[config.mk]
export PLATFORM = sky130hd
export DESIGN_NAME = decodeStage
export DESIGN_NICKNAME = d
export VERILOG_FILES = /design/src/decodeCtrlPkg.sv /design/src/wiscIsaPkg.sv /design/src/controlDecoder.sv /design/src/decodeStage.sv /design/src/immediateExtender.sv /design/src/regFile.sv
export SDC_FILE = /design/constraint.sdc
export NUM_CORES = 1
export LEC_CHECK = 0
export ABC_AREA = 1
export ABC_CLOCK_PERIOD_IN_PS = 4900
export BUFFER_PORTS_ARGS = -buffer_cell sky130_fd_sc_hd__buf_2
export CAP_MARGIN = 0
export CORE_MARGIN = 5
export CORE_UTILIZATION = 35
export CTS_CLUSTER_DIAMETER = 100
export CTS_CLUSTER_SIZE = 24
export DETAILED_ROUTE_END_ITERATION = 16
export PLACE_DENSITY = 0.55
export SYNTH_ARGS = -nofsm -noshare
export SYNTH_HDL_FRONTEND = slang
export SYNTH_HIERARCHICAL = 1
export SYNTH_SLANG_ARGS = --single-unit
[constraint.sdc]
create_clock -name clk -period 4.9 [get_ports clk]
set_input_delay 0.98 -clock clk [delete_from_list [all_inputs] [get_ports clk]]
set_output_delay 0.98 -clock clk [all_outputs]
set_load 0.1 [all_outputs]
[src/decodeCtrlPkg.sv]
// control field encodings shared by decode and the later stages that consume them
package decodeCtrlPkg;

   typedef logic [2:0] aluOpr_t;    // alu operation select
   typedef logic [1:0] bSrc_t;      // alu b operand source
   typedef logic [1:0] regDst_t;    // write register field select
   typedef logic [1:0] regSrc_t;    // writeback mux select
   typedef logic [1:0] branchCmd_t; // branch condition on rs
   typedef logic [2:0] setCtrl_t;   // set-on-compare select

   // alu operations, upper bit splits shift/rotate from arithmetic/logic
   localparam aluOpr_t aluRol = 3'b000;
   localparam aluOpr_t aluSll = 3'b001;
   localparam aluOpr_t aluRor = 3'b010;
   localparam aluOpr_t aluSrl = 3'b011;
   localparam aluOpr_t aluAdd = 3'b100;
   localparam aluOpr_t aluAnd = 3'b101;
   localparam aluOpr_t aluOr  = 3'b110;
   localparam aluOpr_t aluXor = 3'b111;

   localparam bSrc_t bSrcReg  = 2'b00;            // rt from read port 2
   localparam bSrc_t bSrcImm5 = 2'b01;            // extended bits 4..0
   localparam bSrc_t bSrcImm8 = 2'b10;            // extended bits 7..0

   localparam regDst_t dstRt   = 2'b00;           // bits 7..5
   localparam regDst_t dstRs   = 2'b01;           // bits 10..8
   localparam regDst_t dstRd   = 2'b10;           // bits 4..2
   localparam regDst_t dstLink = 2'b11;           // fixed r7

   localparam regSrc_t srcPc  = 2'b00;            // pc + 2 for link
   localparam regSrc_t srcMem = 2'b01;
   localparam regSrc_t srcAlu = 2'b10;
   localparam regSrc_t srcImm = 2'b11;            // imm8 straight through

   localparam branchCmd_t brEqz = 2'b00;
   localparam branchCmd_t brNez = 2'b01;
   localparam branchCmd_t brLtz = 2'b10;
   localparam branchCmd_t brGez = 2'b11;

   // msb marks a compare, low bits pick the test
   localparam setCtrl_t setNone = 3'b000;
   localparam setCtrl_t setSeq  = 3'b100;
   localparam setCtrl_t setSlt  = 3'b101;
   localparam setCtrl_t setSle  = 3'b110;
   localparam setCtrl_t setSco  = 3'b111;

endpackage

[src/wiscIsaPkg.sv]
// isa-level types and opcodes only; the 00010 and 00011 slots carry no constant and decode as nops
package wiscIsaPkg;

   localparam int wordWidth = 16;                 // datapath and instruction width
   localparam int regCount  = 8;                  // architectural registers r0..r7

   typedef logic [wordWidth-1:0]        word_t;   // data word
   typedef logic [wordWidth-1:0]        instr_t;  // raw instruction
   typedef logic [$clog2(regCount)-1:0] regIdx_t; // register index field
   typedef logic [4:0]                  opcode_t; // instruction bits 15..11

   localparam regIdx_t linkReg = 3'd7;            // jal/jalr return address goes here

   localparam opcode_t opHalt  = 5'b00000;
   localparam opcode_t opNop   = 5'b00001;
   localparam opcode_t opJ     = 5'b00100;        // pc relative, 11-bit displacement
   localparam opcode_t opJr    = 5'b00101;        // rs + imm8
   localparam opcode_t opJal   = 5'b00110;
   localparam opcode_t opJalr  = 5'b00111;
   localparam opcode_t opAddi  = 5'b01000;
   localparam opcode_t opSubi  = 5'b01001;
   localparam opcode_t opXori  = 5'b01010;
   localparam opcode_t opAndni = 5'b01011;
   localparam opcode_t opBeqz  = 5'b01100;
   localparam opcode_t opBnez  = 5'b01101;
   localparam opcode_t opBltz  = 5'b01110;
   localparam opcode_t opBgez  = 5'b01111;
   localparam opcode_t opSt    = 5'b10000;
   localparam opcode_t opLd    = 5'b10001;
   localparam opcode_t opSlbi  = 5'b10010;
   localparam opcode_t opStu   = 5'b10011;
   localparam opcode_t opRoli  = 5'b10100;
   localparam opcode_t opSlli  = 5'b10101;
   localparam opcode_t opRori  = 5'b10110;
   localparam opcode_t opSrli  = 5'b10111;
   localparam opcode_t opLbi   = 5'b11000;
   localparam opcode_t opBtr   = 5'b11001;
   localparam opcode_t opShift = 5'b11010;        // r-type shifts, funct in bits 1..0
   localparam opcode_t opArith = 5'b11011;        // r-type add/sub/xor/andn, funct in bits 1..0
   localparam opcode_t opSeq   = 5'b11100;
   localparam opcode_t opSlt   = 5'b11101;
   localparam opcode_t opSle   = 5'b11110;
   localparam opcode_t opSco   = 5'b11111;

endpackage
[src/controlDecoder.sv]
// purely combinational, halt comes from the opcode alone and unlisted opcodes leave all controls low
`timescale 1ns/1ps

module controlDecoder
   import wiscIsaPkg::*;
   import decodeCtrlPkg::*;
(
   input  instr_t     instruction,
   output logic       regWrt,
   output logic       invA,
   output logic       invB,
   output logic       memWrt,
   output logic       memRd,
   output logic       aluJmp,
   output logic       pcOrAdd,
   output logic       slbi,
   output logic       btr,
   output logic       branching,
   output logic       halt,
   output aluOpr_t    aluOpr,
   output bSrc_t      bSrc,
   output regSrc_t    regSrc,
   output branchCmd_t branchCommand,
   output setCtrl_t   setCtrl,
   output regIdx_t    writeRegOut,
   output logic       zeroExt        // to the immediate extender
);

   opcode_t opcode;
   regDst_t regDst;                  // internal, only steers writeRegOut

   assign opcode = instruction[15:11];

   always_comb begin
      regWrt        = 1'b0;          // everything low unless the opcode says otherwise
      invA          = 1'b0;
      invB          = 1'b0;
      memWrt        = 1'b0;
      memRd         = 1'b0;
      aluJmp        = 1'b0;
      pcOrAdd       = 1'b0;
      slbi          = 1'b0;
      btr           = 1'b0;
      branching     = 1'b0;
      halt          = 1'b0;
      zeroExt       = 1'b0;
      aluOpr        = aluRol;
      bSrc          = bSrcReg;
      regSrc        = srcPc;
      regDst        = dstRt;
      branchCommand = brEqz;
      setCtrl       = setNone;
      case (opcode)
         opHalt: halt = 1'b1;
         opNop: ;                                   // no control raised
         opAddi, opSubi, opXori, opAndni: begin
            regWrt = 1'b1;                          // rd in bits 7..5
            bSrc   = bSrcImm5;
            regSrc = srcAlu;
            case (opcode)
               opAddi: aluOpr = aluAdd;
               opSubi: begin
                  aluOpr = aluAdd;                  // imm - rs as ~rs + 1 + imm
                  invA   = 1'b1;
               end
               opXori: begin
                  aluOpr  = aluXor;
                  zeroExt = 1'b1;
               end
               default: begin                       // andni
                  aluOpr  = aluAnd;
                  invB    = 1'b1;
                  zeroExt = 1'b1;
               end
            endcase
         end
         opRoli, opSlli, opRori, opSrli: begin
            regWrt = 1'b1;
            bSrc   = bSrcImm5;                      // alu uses low 4 bits as the amount
            regSrc = srcAlu;
            case (opcode)
               opRoli:  aluOpr = aluRol;
               opSlli:  aluOpr = aluSll;
               opRori:  aluOpr = aluRor;
               default: aluOpr = aluSrl;
            endcase
         end
         opSt: begin
            memWrt = 1'b1;                          // address rs + imm5, data from rd
            bSrc   = bSrcImm5;
            aluOpr = aluAdd;
         end
         opLd: begin
            memRd  = 1'b1;
            regWrt = 1'b1;
            bSrc   = bSrcImm5;
            regSrc = srcMem;
            aluOpr = aluAdd;
         end
         opStu: begin
            memWrt = 1'b1;
            regWrt = 1'b1;                          // effective address back into rs
            bSrc   = bSrcImm5;
            regSrc = srcAlu;
            regDst = dstRs;
            aluOpr = aluAdd;
         end
         opSlbi: begin
            slbi    = 1'b1;                         // alu shifts rs by 8 before the or
            aluOpr  = aluOr;
            bSrc    = bSrcImm8;
            regDst  = dstRs;
            zeroExt = 1'b1;
            regSrc  = srcAlu;
            regWrt  = 1'b1;
         end
         opLbi: begin
            regWrt = 1'b1;
            regDst = dstRs;
            bSrc   = bSrcImm8;                      // sign-extended imm8
            regSrc = srcImm;
         end
         opBtr: begin
            btr    = 1'b1;                          // bit reverse of rs
            regWrt = 1'b1;
            regDst = dstRd;
            regSrc = srcAlu;
         end
         opArith, opShift: begin
            regWrt = 1'b1;
            regDst = dstRd;
            regSrc = srcAlu;
            case ({opcode[0], instruction[1:0]})    // funct picks the op
               3'b100: aluOpr = aluAdd;
               3'b101: begin
                  aluOpr = aluAdd;                  // rt - rs
                  invA   = 1'b1;
               end
               3'b110: aluOpr = aluXor;
               3'b111: begin
                  aluOpr = aluAnd;                  // rs & ~rt
                  invB   = 1'b1;
               end
               3'b000: aluOpr = aluRol;
               3'b001: aluOpr = aluSll;
               3'b010: aluOpr = aluRor;
               default: aluOpr = aluSrl;
            endcase
         end
         opSeq, opSlt, opSle, opSco: begin
            regWrt = 1'b1;
            regSrc = srcAlu;
            regDst = dstRd;
            case (opcode)
               opSeq:   setCtrl = setSeq;
               opSlt:   setCtrl = setSlt;
               opSle:   setCtrl = setSle;
               default: setCtrl = setSco;
            endcase
         end
         opBeqz, opBnez, opBltz, opBgez: begin
            branching = 1'b1;
            aluOpr    = aluAdd;                     // pc + 2 + imm8 target
            case (opcode)
               opBeqz: branchCommand = brEqz;
               opBnez: branchCommand = brNez;
               opBltz: begin
                  branchCommand = brLtz;
                  invB          = 1'b1;
               end
               default: begin
                  branchCommand = brGez;
                  invB          = 1'b1;
               end
            endcase
         end
         opJ: begin
            aluOpr  = aluAdd;
            pcOrAdd = 1'b1;                         // pc + 2 + 11-bit displacement
         end
         opJr: begin
            aluOpr = aluAdd;
            bSrc   = bSrcImm8;
            aluJmp = 1'b1;                          // target is rs + imm8 from the alu
         end
         opJal: begin
            aluOpr  = aluAdd;
            pcOrAdd = 1'b1;
            regWrt  = 1'b1;                         // regSrc stays pc for the link value
            regDst  = dstLink;
         end
         opJalr: begin
            aluOpr = aluAdd;
            bSrc   = bSrcImm8;
            aluJmp = 1'b1;
            regWrt = 1'b1;
            regDst = dstLink;
         end
         default: ;                                 // 00010 and 00011 act as nop
      endcase
   end

   always_comb begin
      case (regDst)
         dstRt:   writeRegOut = instruction[7:5];
         dstRs:   writeRegOut = instruction[10:8];
         dstRd:   writeRegOut = instruction[4:2];
         default: writeRegOut = linkReg;
      endcase
   end

   // checked on every instruction change against the settled outputs of the previous one
   memExclusive: assert property (@(instruction) memRd |-> !memWrt)
      else $error("memRd and memWrt high together");
   branchNoWrite: assert property (@(instruction) branching |-> !regWrt)
      else $error("branch decoded with a register write");

endmodule

[src/decodeStage.sv]
// decode stage without fetch halt or stall, accepts one instruction every cycle with zero latency
`timescale 1ns/1ps

module decodeStage
   import wiscIsaPkg::*;
   import decodeCtrlPkg::*;
(
   input  logic       clk,
   input  logic       rst,
   input  instr_t     instruction,
   input  word_t      writeData,      // writeback value
   input  regIdx_t    writeRegFromWb,
   input  logic       regWrtFromWb,
   output word_t      readData1,
   output word_t      readData2,
   output word_t      imm1,
   output word_t      imm2,
   output word_t      wordAlignJump,
   output regIdx_t    writeRegOut,    // destination carried down the pipe
   output aluOpr_t    aluOpr,
   output bSrc_t      bSrc,
   output regSrc_t    regSrc,
   output branchCmd_t branchCommand,
   output setCtrl_t   setCtrl,
   output logic       regWrt,
   output logic       invA,
   output logic       invB,
   output logic       memWrt,
   output logic       memRd,
   output logic       aluJmp,
   output logic       pcOrAdd,
   output logic       slbi,
   output logic       btr,
   output logic       branching,
   output logic       halt
);

   logic zeroExt;                     // decoder to extender

   controlDecoder u_controlDecoder (
      .instruction  (instruction),
      .regWrt       (regWrt),
      .invA         (invA),
      .invB         (invB),
      .memWrt       (memWrt),
      .memRd        (memRd),
      .aluJmp       (aluJmp),
      .pcOrAdd      (pcOrAdd),
      .slbi         (slbi),
      .btr          (btr),
      .branching    (branching),
      .halt         (halt),
      .aluOpr       (aluOpr),
      .bSrc         (bSrc),
      .regSrc       (regSrc),
      .branchCommand(branchCommand),
      .setCtrl      (setCtrl),
      .writeRegOut  (writeRegOut),
      .zeroExt      (zeroExt)
   );

   immediateExtender u_immediateExtender (
      .instruction  (instruction),
      .zeroExt      (zeroExt),
      .imm1         (imm1),
      .imm2         (imm2),
      .wordAlignJump(wordAlignJump)
   );

   regFile u_regFile (
      .clk      (clk),
      .rst      (rst),
      .read1Sel (instruction[10:8]),  // rs
      .read2Sel (instruction[7:5]),   // rt
      .writeSel (writeRegFromWb),
      .writeData(writeData),
      .writeEn  (regWrtFromWb),
      .read1Data(readData1),
      .read2Data(readData2)
   );

endmodule

[src/immediateExtender.sv]
// fixed field positions, zeroExt only affects imm1 and imm2 and the jump offset is always signed
`timescale 1ns/1ps

module immediateExtender
   import wiscIsaPkg::*;
(
   input  instr_t instruction,
   input  logic   zeroExt,            // high for xori, andni, slbi
   output word_t  imm1,
   output word_t  imm2,
   output word_t  wordAlignJump
);

   word_t signImm5;
   word_t zeroImm5;
   word_t signImm8;
   word_t zeroImm8;

   assign signImm5 = {{(wordWidth-5){instruction[4]}}, instruction[4:0]};
   assign zeroImm5 = {{(wordWidth-5){1'b0}}, instruction[4:0]};
   assign signImm8 = {{(wordWidth-8){instruction[7]}}, instruction[7:0]};
   assign zeroImm8 = {{(wordWidth-8){1'b0}}, instruction[7:0]};

   assign imm1 = zeroExt ? zeroImm5 : signImm5;           // i-format 1 immediate
   assign imm2 = zeroExt ? zeroImm8 : signImm8;           // i-format 2 / branch offset

   // j-format displacement for j and jal
   assign wordAlignJump = {{(wordWidth-11){instruction[10]}}, instruction[10:0]};

endmodule

[src/regFile.sv]
// no write-to-read bypass, a read of the register being written returns the old value that cycle
`timescale 1ns/1ps

module regFile
   import wiscIsaPkg::*;
(
   input  logic    clk,
   input  logic    rst,               // sync, clears every register
   input  regIdx_t read1Sel,
   input  regIdx_t read2Sel,
   input  regIdx_t writeSel,
   input  word_t   writeData,
   input  logic    writeEn,           // from writeback, one write per clk
   output word_t   read1Data,
   output word_t   read2Data
);

   word_t regs [regCount];            // r0 is an ordinary register here

   always_ff @(posedge clk) begin
      if (rst) begin
         for (int i = 0; i < regCount; i++) begin
            regs[i] <= '0;
         end
      end else if (writeEn) begin
         regs[writeSel] <= writeData; // lands at the edge, visible next cycle
      end
   end

   assign read1Data = regs[read1Sel]; // rs port
   assign read2Data = regs[read2Sel]; // rt port

   // writeback must present a clean index and value whenever it writes
   wbClean: assert property (@(posedge clk) disable iff (rst)
      writeEn |-> !$isunknown({writeSel, writeData}))
      else $error("unknown write index or data from writeback");

endmodule

==> results of run 1 <==
## layer usage
| metal | up-vias | wire length (um) | share of wire, % | track usage (%) |
|---|---|---|---|---|
| met5 | - | 0 | 0 | 0 |
| met4 | 0 | 518 | 1.9 | 6.957 |
| met3 | 43 | 2413 | 8.8 | 3.394 |
| met2 | 399 | 12580 | 46 | 33.39 |
| met1 | 3548 | 11830 | 43 | 26.49 |
| li1 | 3760 | - | - | - |
## worst max-delay path: stages
cell	delay [ns]
buf_2	0.26
inv_1	0.11
buf_4	0.43
nand3_1	0.13
nand2_1	0.08
nand2_1	0.08
nand2_1	0.12
buf_2	0.44
## synth_stat cells
cell,number,area [um^2]
a21oi_1,4,20.02
edfxtp_1,128,3844
inv_2,7,26.28
nand2_1,451,1693
nor2_1,152,570.6
buf_4,46,345.3
nor2_2,4,25.02
nand2_4,1,11.26
nand2_2,12,75.07
nor2_4,5,56.30
inv_1,165,619.3
clkbuf_1,18,67.56
buf_6,9,101.4
buf_2,26,130.1
nor3_1,5,25.02
o221ai_1,1,8.760
buf_1,2,7.510
nand4_1,1,6.260
nand3_1,144,720.7
o21ai_0,3,15.01
o2111ai_1,1,8.760
o32ai_1,1,8.760
nand3_2,1,10.01
a31oi_1,2,12.51
## report_power, final
part	leakage, nW	internal, mW	switching (mW)	total [mW]
clock	0.316	0.941	0.471	1.41
combinational	3.49	0.157	0.836	0.993
sequential	1.23	1.27	0.0161	1.29
## stage by stage
stage                     hold slack [ns]  cells
final                              0.9712   1592
after global routing               0.9838   1592
after CTS                          0.9611   1592
after detailed placement            1.409   1560
after global placement              1.401   1560
after floorplan                     1.268   1189
## worst paths after layout
path	start	to	slack, ns
max	instruction[9]	readData1[3]	1.26
min	writeData[0]	u_regFile/regs[7][0]	0.97
## cell families after synthesis
kind of cell | count (synthesis)
flip-flops | 128
AND/OR/NAND/NOR | 776
AO/OA/AOI/OAI | 12
buffers and inverters | 273
## cell type report
| class | instances | area (um^2) |
|---|---|---|
| repair buffers | 153 | 803.3 |
| fillers | 2473 | 13940 |
| flip-flops and latches | 128 | 3844 |
| multi-input cells | 788 | 3267 |
| clock inverters | 15 | 221.5 |
| well taps | 319 | 399.1 |
| clock buffers | 17 | 425.4 |
| inverters | 172 | 645.6 |
==> impl_metrics.tcl, run 1 <==
set metrics [dict create \
    status "finished clean" \
    min_path_type "in2reg" \
    ys_types 24 \
    max_slew.worst_pin.slew_ns 1.108 \
    final_layout_size_suffix_gt1_share_pct 16.42 \
    powerDensity_nw_per_um2 384.8 \
    antenna_found_initial 0 \
    cts_root_buf "clkbuf_16" \
    crit_arrival_ns 2.66 \
    cts_tree "done" \
    synthSimpleGateAreaFrac_pct 37.98 \
    synth_top_family_by_area "simple AND/OR/NAND/NOR gates" \
    timing.final.ws_setup_ns 1.261 \
    yosysWarnings 6 \
    drc 0 \
    endpoint_kind "output pin" \
    largest_reg_flops 128 \
    cts_setup_buffers 0 \
    die_h_um 165.0 \
    post_cts_resized 0 \
    io_pins 144 \
    place_ws_ns 1.274 \
    synthCells 1189 \
    layout_common_cells "nand2_1 (451), inv_1 (165), nor2_1 (152), nand3_1 (144), buf_2 (143)" \
    cap_violations 0 \
    hpwlAfterDp_mm 16.56 \
    overflow 0 \
    final_util_pct 40.80 \
    final.setup.tns_ns 0 \
    worstSetupPathType "in2out" \
    nets 1298 \
    vias 7750 \
    fp.dieArea_um2 27220 \
    ys_ff_latch 128 \
    crit_fanout 32 \
    slew-limit-headroom_pct 25.98 \
    post-route-period-util_pct 74.27 \
    cts.sinks 128 \
    core_um2 23540 \
    synth_nets 1227 \
    cts_buffer_depth 2 \
    period_minus_slack_ns 3.639 \
    synth_adder_area_share_pct 0 \
    first_pass_iters 5 \
    setup_violations 0 \
    routed_wirelength_mm 27.34 \
    crit_required_ns 3.92 \
    final_common_cell "nand2_1" \
    drtIter0Drc 721 \
    seq_area_frac_synth_pct 45.71 \
    startpoint_type "primary input" \
    max_freq_mhz 274.8 \
    gp_congestion 0.8526 \
    hold_buffers 0 \
    synth_xor_area_share_pct 0 \
    synth.mux.area_fraction_pct 0 \
    drtAntennaViolNets 0 \
    grt_max_degree 68 \
    diodes 0 \
    peakVddDrop_mv 0.2485 \
    htree_levels 4 \
    grt_pass1_vias 7415 \
    start_util_pct 35.71 \
    dieWidth_um 165.0 \
    avgSynthCellArea_um2 7.072 \
    drv_slew 0 \
    grt_usage_pct 20.09 \
    top_regs "u_regFile/regs: 128 flops" \
    clk_pin_slew_ns 0.06 \
    row_count 56 \
    routedWlPerCell_um 17.17 \
    grt_setup_unrepaired "false" \
    p_total_mw 3.696 \
    p_leak_nw 5.036 \
    grt_pass1_wl_mm 41.16 \
    numCtsBuffers 17 \
    fin_area_um2 9605 \
    holdPathStages 3 \
    synth_compound_area_share_pct 0.8780 \
    netlist_area_um2 8408 \
    port_buffers 143 \
    syn_to_final_growth_pct 14.24 \
    via_per_inst 4.868 \
    top_register "u_regFile/regs" \
    hold_viol 0 \
    place_area_um2 8959 \
]
No activity file was read; power rests on OpenSTA's default activity.
==> run 2: changes to the inputs <==
--- a/config.mk
+++ b/config.mk
@@ -5,8 +5,8 @@
 export SDC_FILE = /design/constraint.sdc
 export NUM_CORES = 1
 export LEC_CHECK = 0
-export ABC_AREA = 1
-export ABC_CLOCK_PERIOD_IN_PS = 4900
+export ABC_AREA = 0
+export ABC_CLOCK_PERIOD_IN_PS = 3500
 export BUFFER_PORTS_ARGS = -buffer_cell sky130_fd_sc_hd__buf_2
 export CAP_MARGIN = 0
 export CORE_MARGIN = 5
==> constraint.sdc (replaced) <==
create_clock -name clk -period 3.5 [get_ports clk]
set_input_delay 0.7 -clock clk [delete_from_list [all_inputs] [get_ports clk]]
set_output_delay 0.7 -clock clk [all_outputs]
set_load 0.1 [all_outputs]
==> run 2 against run 1 <==
Worst hold slack worse by 0.22 ns. Count of clock-buffer cells in the layout increased by 6. Synthesized cell count decreased by 52%. Wire length decreased by 22%. Setup slack got worse by 0.76 ns. Clock power increased by 21%. Global-route usage decreased by 3.7 points. Critical path depth shrank 3. Area after synthesis is 5.7% lower. Sequential cell count did not move. Non-clock buffer count grew 21. Power rose by 33%. Critical path type unchanged.
==> impl_metrics.tcl, run 2 <==
set metrics [dict create \
    antenna_found_initial 0 \
    max_slew.worst_pin.slew_ns 1.027 \
    grt_pass1_vias 5479 \
    drtAntennaViolNets 0 \
    min_path_type "in2reg" \
    grt_setup_unrepaired "false" \
    synth-edff-count 128 \
    seq_area_frac_synth_pct 48.50 \
    cts_tree "done" \
    p_leak_nw 3.391 \
    via_per_inst 5.646 \
    fin_area_um2 9190 \
    dieWidth_um 160.5 \
    first_pass_iters 5 \
    drc 0 \
    p_int_mw 3.196 \
    combPwrFrac_pct 27.9 \
    htree_levels 4 \
    switching_share_pct 34.79 \
    syn_to_final_growth_pct 15.96 \
    netlist_area_um2 7925 \
    crit_required_ns 2.80 \
    routedWlPerCell_um 22.41 \
    slew-limit-headroom_pct 31.55 \
    core_um2 22430 \
    cts_root_buf "clkbuf_16" \
    post_cts_resized 0 \
    port_buffers 143 \
    vias 5375 \
    final_common_cell "buf_2" \
    startpoint_type "primary input" \
    nets 692 \
    status "finished clean" \
    synthTopCellsByArea "edfxtp_1 (49%), mux4_1 (21%), nor3_1 (8.1%)" \
    grt_pass1_wl_mm 32.53 \
    synth_commonest_cells "edfxtp_1 (128), nor3_1 (128), mux4_1 (62), buf_4 (52), mux2_2 (32)" \
    row_count 55 \
    ys_ff_latch 128 \
    overflow 0 \
    place_area_um2 8627 \
    cts.sinks 128 \
    p_sw_mw 1.705 \
    diodes 0 \
    yosysWarnings 6 \
    max_freq_mhz 332.9 \
    async_flop_share_pct 0 \
    final_layout_size_suffix_gt1_share_pct 37.03 \
    grt_usage_pct 16.40 \
    fp.dieArea_um2 25750 \
    layout_common_cells "buf_2 (143), nor3_1 (128), edfxtp_1 (128), mux4_1 (62), mux2_2 (32)" \
    drv_slew 0 \
    numCtsBuffers 17 \
    crit_arrival_ns 2.30 \
    worstSetupPathType "in2out" \
    endpoint_kind "output pin" \
    gp_congestion 0.7511 \
    top_regs "u_regFile/regs: 128 flops" \
    holdPathStages 3 \
    die_h_um 160.5 \
    largest_reg_flops 128 \
    synth_largest_area_cell "edfxtp_1" \
    period_minus_slack_ns 3.004 \
    final_util_pct 40.96 \
    clk_pin_slew_ns 0.05 \
    seq_power_share_pct 37.3 \
    p_clk_share_pct 34.8 \
    synth_nets 603 \
    setup_violations 0 \
    crit_fanout 34 \
    hp-start "writeData[10]" \
    cts_buffer_depth 2 \
    io_pins 144 \
    synth_top_area_share_pct 48.50 \
    ys.flop_type "edfxtp_1" \
    powerDensity_nw_per_um2 533.3 \
    peakVddDrop_mv 0.3812 \
    grt_max_degree 40 \
    ys_types 50 \
    routed_wirelength_mm 21.34 \
    cts_setup_buffers 0 \
    avgSynthCellArea_um2 14.03 \
    top_register "u_regFile/regs" \
    synthCells 565 \
    cap_violations 0 \
    hold_path_end "u_regFile/regs[4][10]" \
    post-route-period-util_pct 85.84 \
    hold_viol 0 \
    start_util_pct 35.33 \
    critPathLaunch "instruction[8]" \
    hold_buffers 0 \
    hpwlAfterDp_mm 13.72 \
    drtIter0Drc 328 \
]
run 2: cell count changes after synthesis, sizes merged, moves of 10 or more:
cell,before,now
nor2,161,3
inv,172,7
nor3,5,134
mux4,0,64
clkbuf,18,28
mux2,0,32
nand3,145,1
clkinv,0,16
nand2,464,5
run 2: cell families after synthesis:
family / count (synthesis) / share of synthesized area [%]
buffers and inverters: 127 / 9.804
and+or+nand+nor: 179 / 12.50
AOI/OAI and AO/OA: 32 / 3.189
DFF: 128 / 48.50
muxes: 96 / 25.67
xor gates and xnor gates: 3 / 0.3316
run 2: power groups by stage:
stage | logic, mW | registers (mW) | clock network (mW)
3_3_place_gp | 1.36 | 1.85 | 0
4_1_cts | 1.38 | 1.83 | 1.73
6_report | 1.37 | 1.83 | 1.70
5_1_grt | 1.42 | 1.84 | 1.80
3_5_place_dp | 1.37 | 1.86 | 0
2_1_floorplan | 1.17 | 1.84 | 0
run 2: layout make-up:
class,count,area (um^2)
timing repair buffer,174,998.5
fill,2064,13240
clock inverter,9,115.1
inverter,23,86.33
sequential,128,3844
tap,285,356.6
multi-input combinational,310,3342
clock buffer,23,447.9
run 2: layer usage:
layer	up-vias	routed length, um	track usage, %
li1	2418	-	-
met1	2701	9342	22.20
met2	228	10200	26.59
met3	28	1527	3.977
met4	0	263	4.341
met5	-	0	0
run 2: how the worst max path moves through the flow:
stage | endpoint | slack, ns | depth (start not counted)
floorplan | memWrt | -0.44 | 4
global placement | readData1[15] | 0.51 | 5
detailed placement | readData2[9] | 0.49 | 5
CTS | readData2[9] | 0.48 | 5
global route | writeRegOut[0] | 0.35 | 5
finish | readData1[9] | 0.50 | 5
run 2: stage by stage:
step	hold slack [ns]	total power [mW]	std cells	setup TNS, ns	setup slack, ns
6_report	0.7534	4.901	952	0	0.4957
5_1_grt	0.7579	5.053	952	0	0.3501
4_1_cts	0.7397	4.932	952	0	0.4829
3_5_place_dp	1.183	3.234	920	0	0.4865
3_3_place_gp	1.169	3.214	920	0	0.5094
2_1_floorplan	1.029	3.006	565	-0.9834	-0.4439
run 2: critical path, cell delays in order:
cell    delay (ns)
buf_2         0.10
buf_12        0.25
mux4_1        0.63
mux2_2        0.29
buf_2         0.29
==> run 3: changes to the inputs <==
--- a/config.mk
+++ b/config.mk
@@ -10,11 +10,11 @@
 export BUFFER_PORTS_ARGS = -buffer_cell sky130_fd_sc_hd__buf_2
 export CAP_MARGIN = 0
 export CORE_MARGIN = 5
-export CORE_UTILIZATION = 35
+export CORE_UTILIZATION = 45
 export CTS_CLUSTER_DIAMETER = 100
 export CTS_CLUSTER_SIZE = 24
 export DETAILED_ROUTE_END_ITERATION = 16
-export PLACE_DENSITY = 0.55
+export PLACE_DENSITY = 0.68
 export SYNTH_ARGS = -nofsm -noshare
 export SYNTH_HDL_FRONTEND = slang
 export SYNTH_HIERARCHICAL = 1
==> run 3 against run 2 <==
Cell area decreased by 0.59%. Largest cell class unchanged. Utilization increased by 12 points. Fmax decreased by 0.88%. Largest power group unchanged. Critical endpoint is now writeRegOut[1]. Critical path type unchanged.
==> impl_metrics.tcl, run 3 (synthesized netlist as in run 2, its figures left out) <==
set metrics [dict create \
    status "finished clean" \
    hold_viol 0 \
    via_per_inst 6.028 \
    p_clk_share_pct 36.4 \
    peakVddDrop_mv 0.3175 \
    hold-worst-slack_ns 0.7581 \
    overflow 0 \
    top_regs "u_regFile/regs: 128 flops" \
    path_depth 5 \
    setup_violations 0 \
    cts_setup_buffers 0 \
    layout_common_cells "buf_2 (143), nor3_1 (128), edfxtp_1 (128), mux4_1 (62), mux2_2 (32)" \
    crit_required_ns 2.80 \
    grt_pass1_wl_mm 30.65 \
    fin_cells 888 \
    grt_max_degree 66 \
    worstSetupPathType "in2out" \
    dieWidth_um 142.7 \
    p_leak_nw 3.384 \
    routedWlPerCell_um 22.62 \
    max_slew.worst_pin.slew_ns 0.8937 \
    nFillCells 1474 \
    p_sw_mw 1.739 \
    io_pins 144 \
    hold_buffers 0 \
    fin_area_um2 9136 \
    antenna_found_initial 0 \
    vias 5353 \
    timing.final.ws_setup_ns 0.4690 \
    final_layout_size_suffix_gt1_share_pct 37.92 \
    largest_reg_flops 128 \
    min_path_type "in2reg" \
    final_common_cell "buf_2" \
    startpoint_type "primary input" \
    hpwlAfterDp_mm 12.92 \
    combPwrFrac_pct 27.1 \
    cap_violations 0 \
    grt_setup_unrepaired "false" \
    grt_usage_pct 19.67 \
    path_cells "buf_2 -> nand2_1 -> o311ai_0 -> a221o_1 -> buf_2" \
    slew-limit-headroom_pct 40.30 \
    htree_levels 4 \
    place_ws_ns 0.4865 \
    critPathTopFamily "buffers and inverters" \
    critPathBufInv 2 \
    drtIter0Drc 414 \
    drc 0 \
    top_register "u_regFile/regs" \
    fp.dieArea_um2 20360 \
    critPathMostFrequentCell "buf_2" \
    cp_slowest_cell "o311ai_0" \
    drv_slew 0 \
    start_util_pct 45.82 \
    drtAntennaViolNets 0 \
    cts_tree "done" \
    place_area_um2 8514 \
    endpoint_kind "output pin" \
    row_count 48 \
    period_minus_slack_ns 3.031 \
    nets 687 \
    holdPathStages 3 \
    cts_root_buf "clkbuf_16" \
    first_pass_iters 5 \
    crit_fanout 30 \
    max_freq_mhz 329.9 \
    place_inst 855 \
    seq_power_share_pct 36.5 \
    powerDensity_nw_per_um2 548.3 \
    cts_buffer_depth 2 \
    gp_congestion 0.8018 \
    p_int_mw 3.270 \
    critPathMaxStageDelay_ns 0.43 \
    grt_pass1_vias 5422 \
    crit_arrival_ns 2.33 \
    post_cts_resized 0 \
    post-route-period-util_pct 86.60 \
    syn_to_final_growth_pct 15.28 \
    switching_share_pct 34.71 \
    cts.sinks 128 \
    routed_wirelength_mm 20.09 \
    numCtsBuffers 17 \
    core_um2 17300 \
    port_buffers 143 \
    clk_pin_slew_ns 0.06 \
    die_h_um 142.7 \
]
==> run 3: cell count changes in the layout (fill, tap and decap cells not counted), sizes merged <==
| cell | change |
|---|---|
| buf | -5 |
| bufinv | +1 |
| clkbuf | -6 |
| clkinvlp | +5 |
| diode | +1 |
==> run 3: worst paths after layout <==
path             from                   end  slack (ns)
max   instruction[14]        writeRegOut[1]        0.47
min      writeData[9]  u_regFile/regs[4][9]        0.76
==> run 3: cell type report <==
cell class | count | area [um^2] | area share, %
Timing Repair Buffer | 169 | 960.9 | 10.52
Clock buffer | 17 | 425.4 | 4.656
Inverter | 23 | 86.33 | 0.9449
Antenna cell | 1 | 2.502 | 0.02739
Clock inverter | 15 | 193.9 | 2.123
Tap cell | 225 | 281.5 | 3.081
Multi-Input combinational cell | 310 | 3342 | 36.58
Sequential cell | 128 | 3844 | 42.07
==> run 3: routing by layer <==
metal	vias to the layer above	part of all wire (%)	track usage [%]
met5	-	0	0
met4	0	1.7	6.753
met3	35	5.0	3.248
met2	210	54	34.67
met1	2705	40	24.66
li1	2403	-	-
==> run 3: metrics by stage <==
stage / utilization (%) / total power, mW / setup TNS (ns)
final: 52.82 / 5.009 / 0
after global routing: 52.81 / 5.155 / 0
after CTS: 52.81 / 5.028 / 0
after detailed placement: 49.23 / 3.215 / 0
after global placement: 49.23 / 3.190 / 0
after floorplan: - / 3.006 / -0.9834
==> run 3: power by group through the flow <==
stage	sequential, mW	combinational (mW)	clock, mW
final	1.83	1.36	1.83
after global routing	1.84	1.40	1.92
after CTS	1.83	1.36	1.84
after detailed placement	1.86	1.36	0
after global placement	1.84	1.35	0
after floorplan	1.84	1.17	0
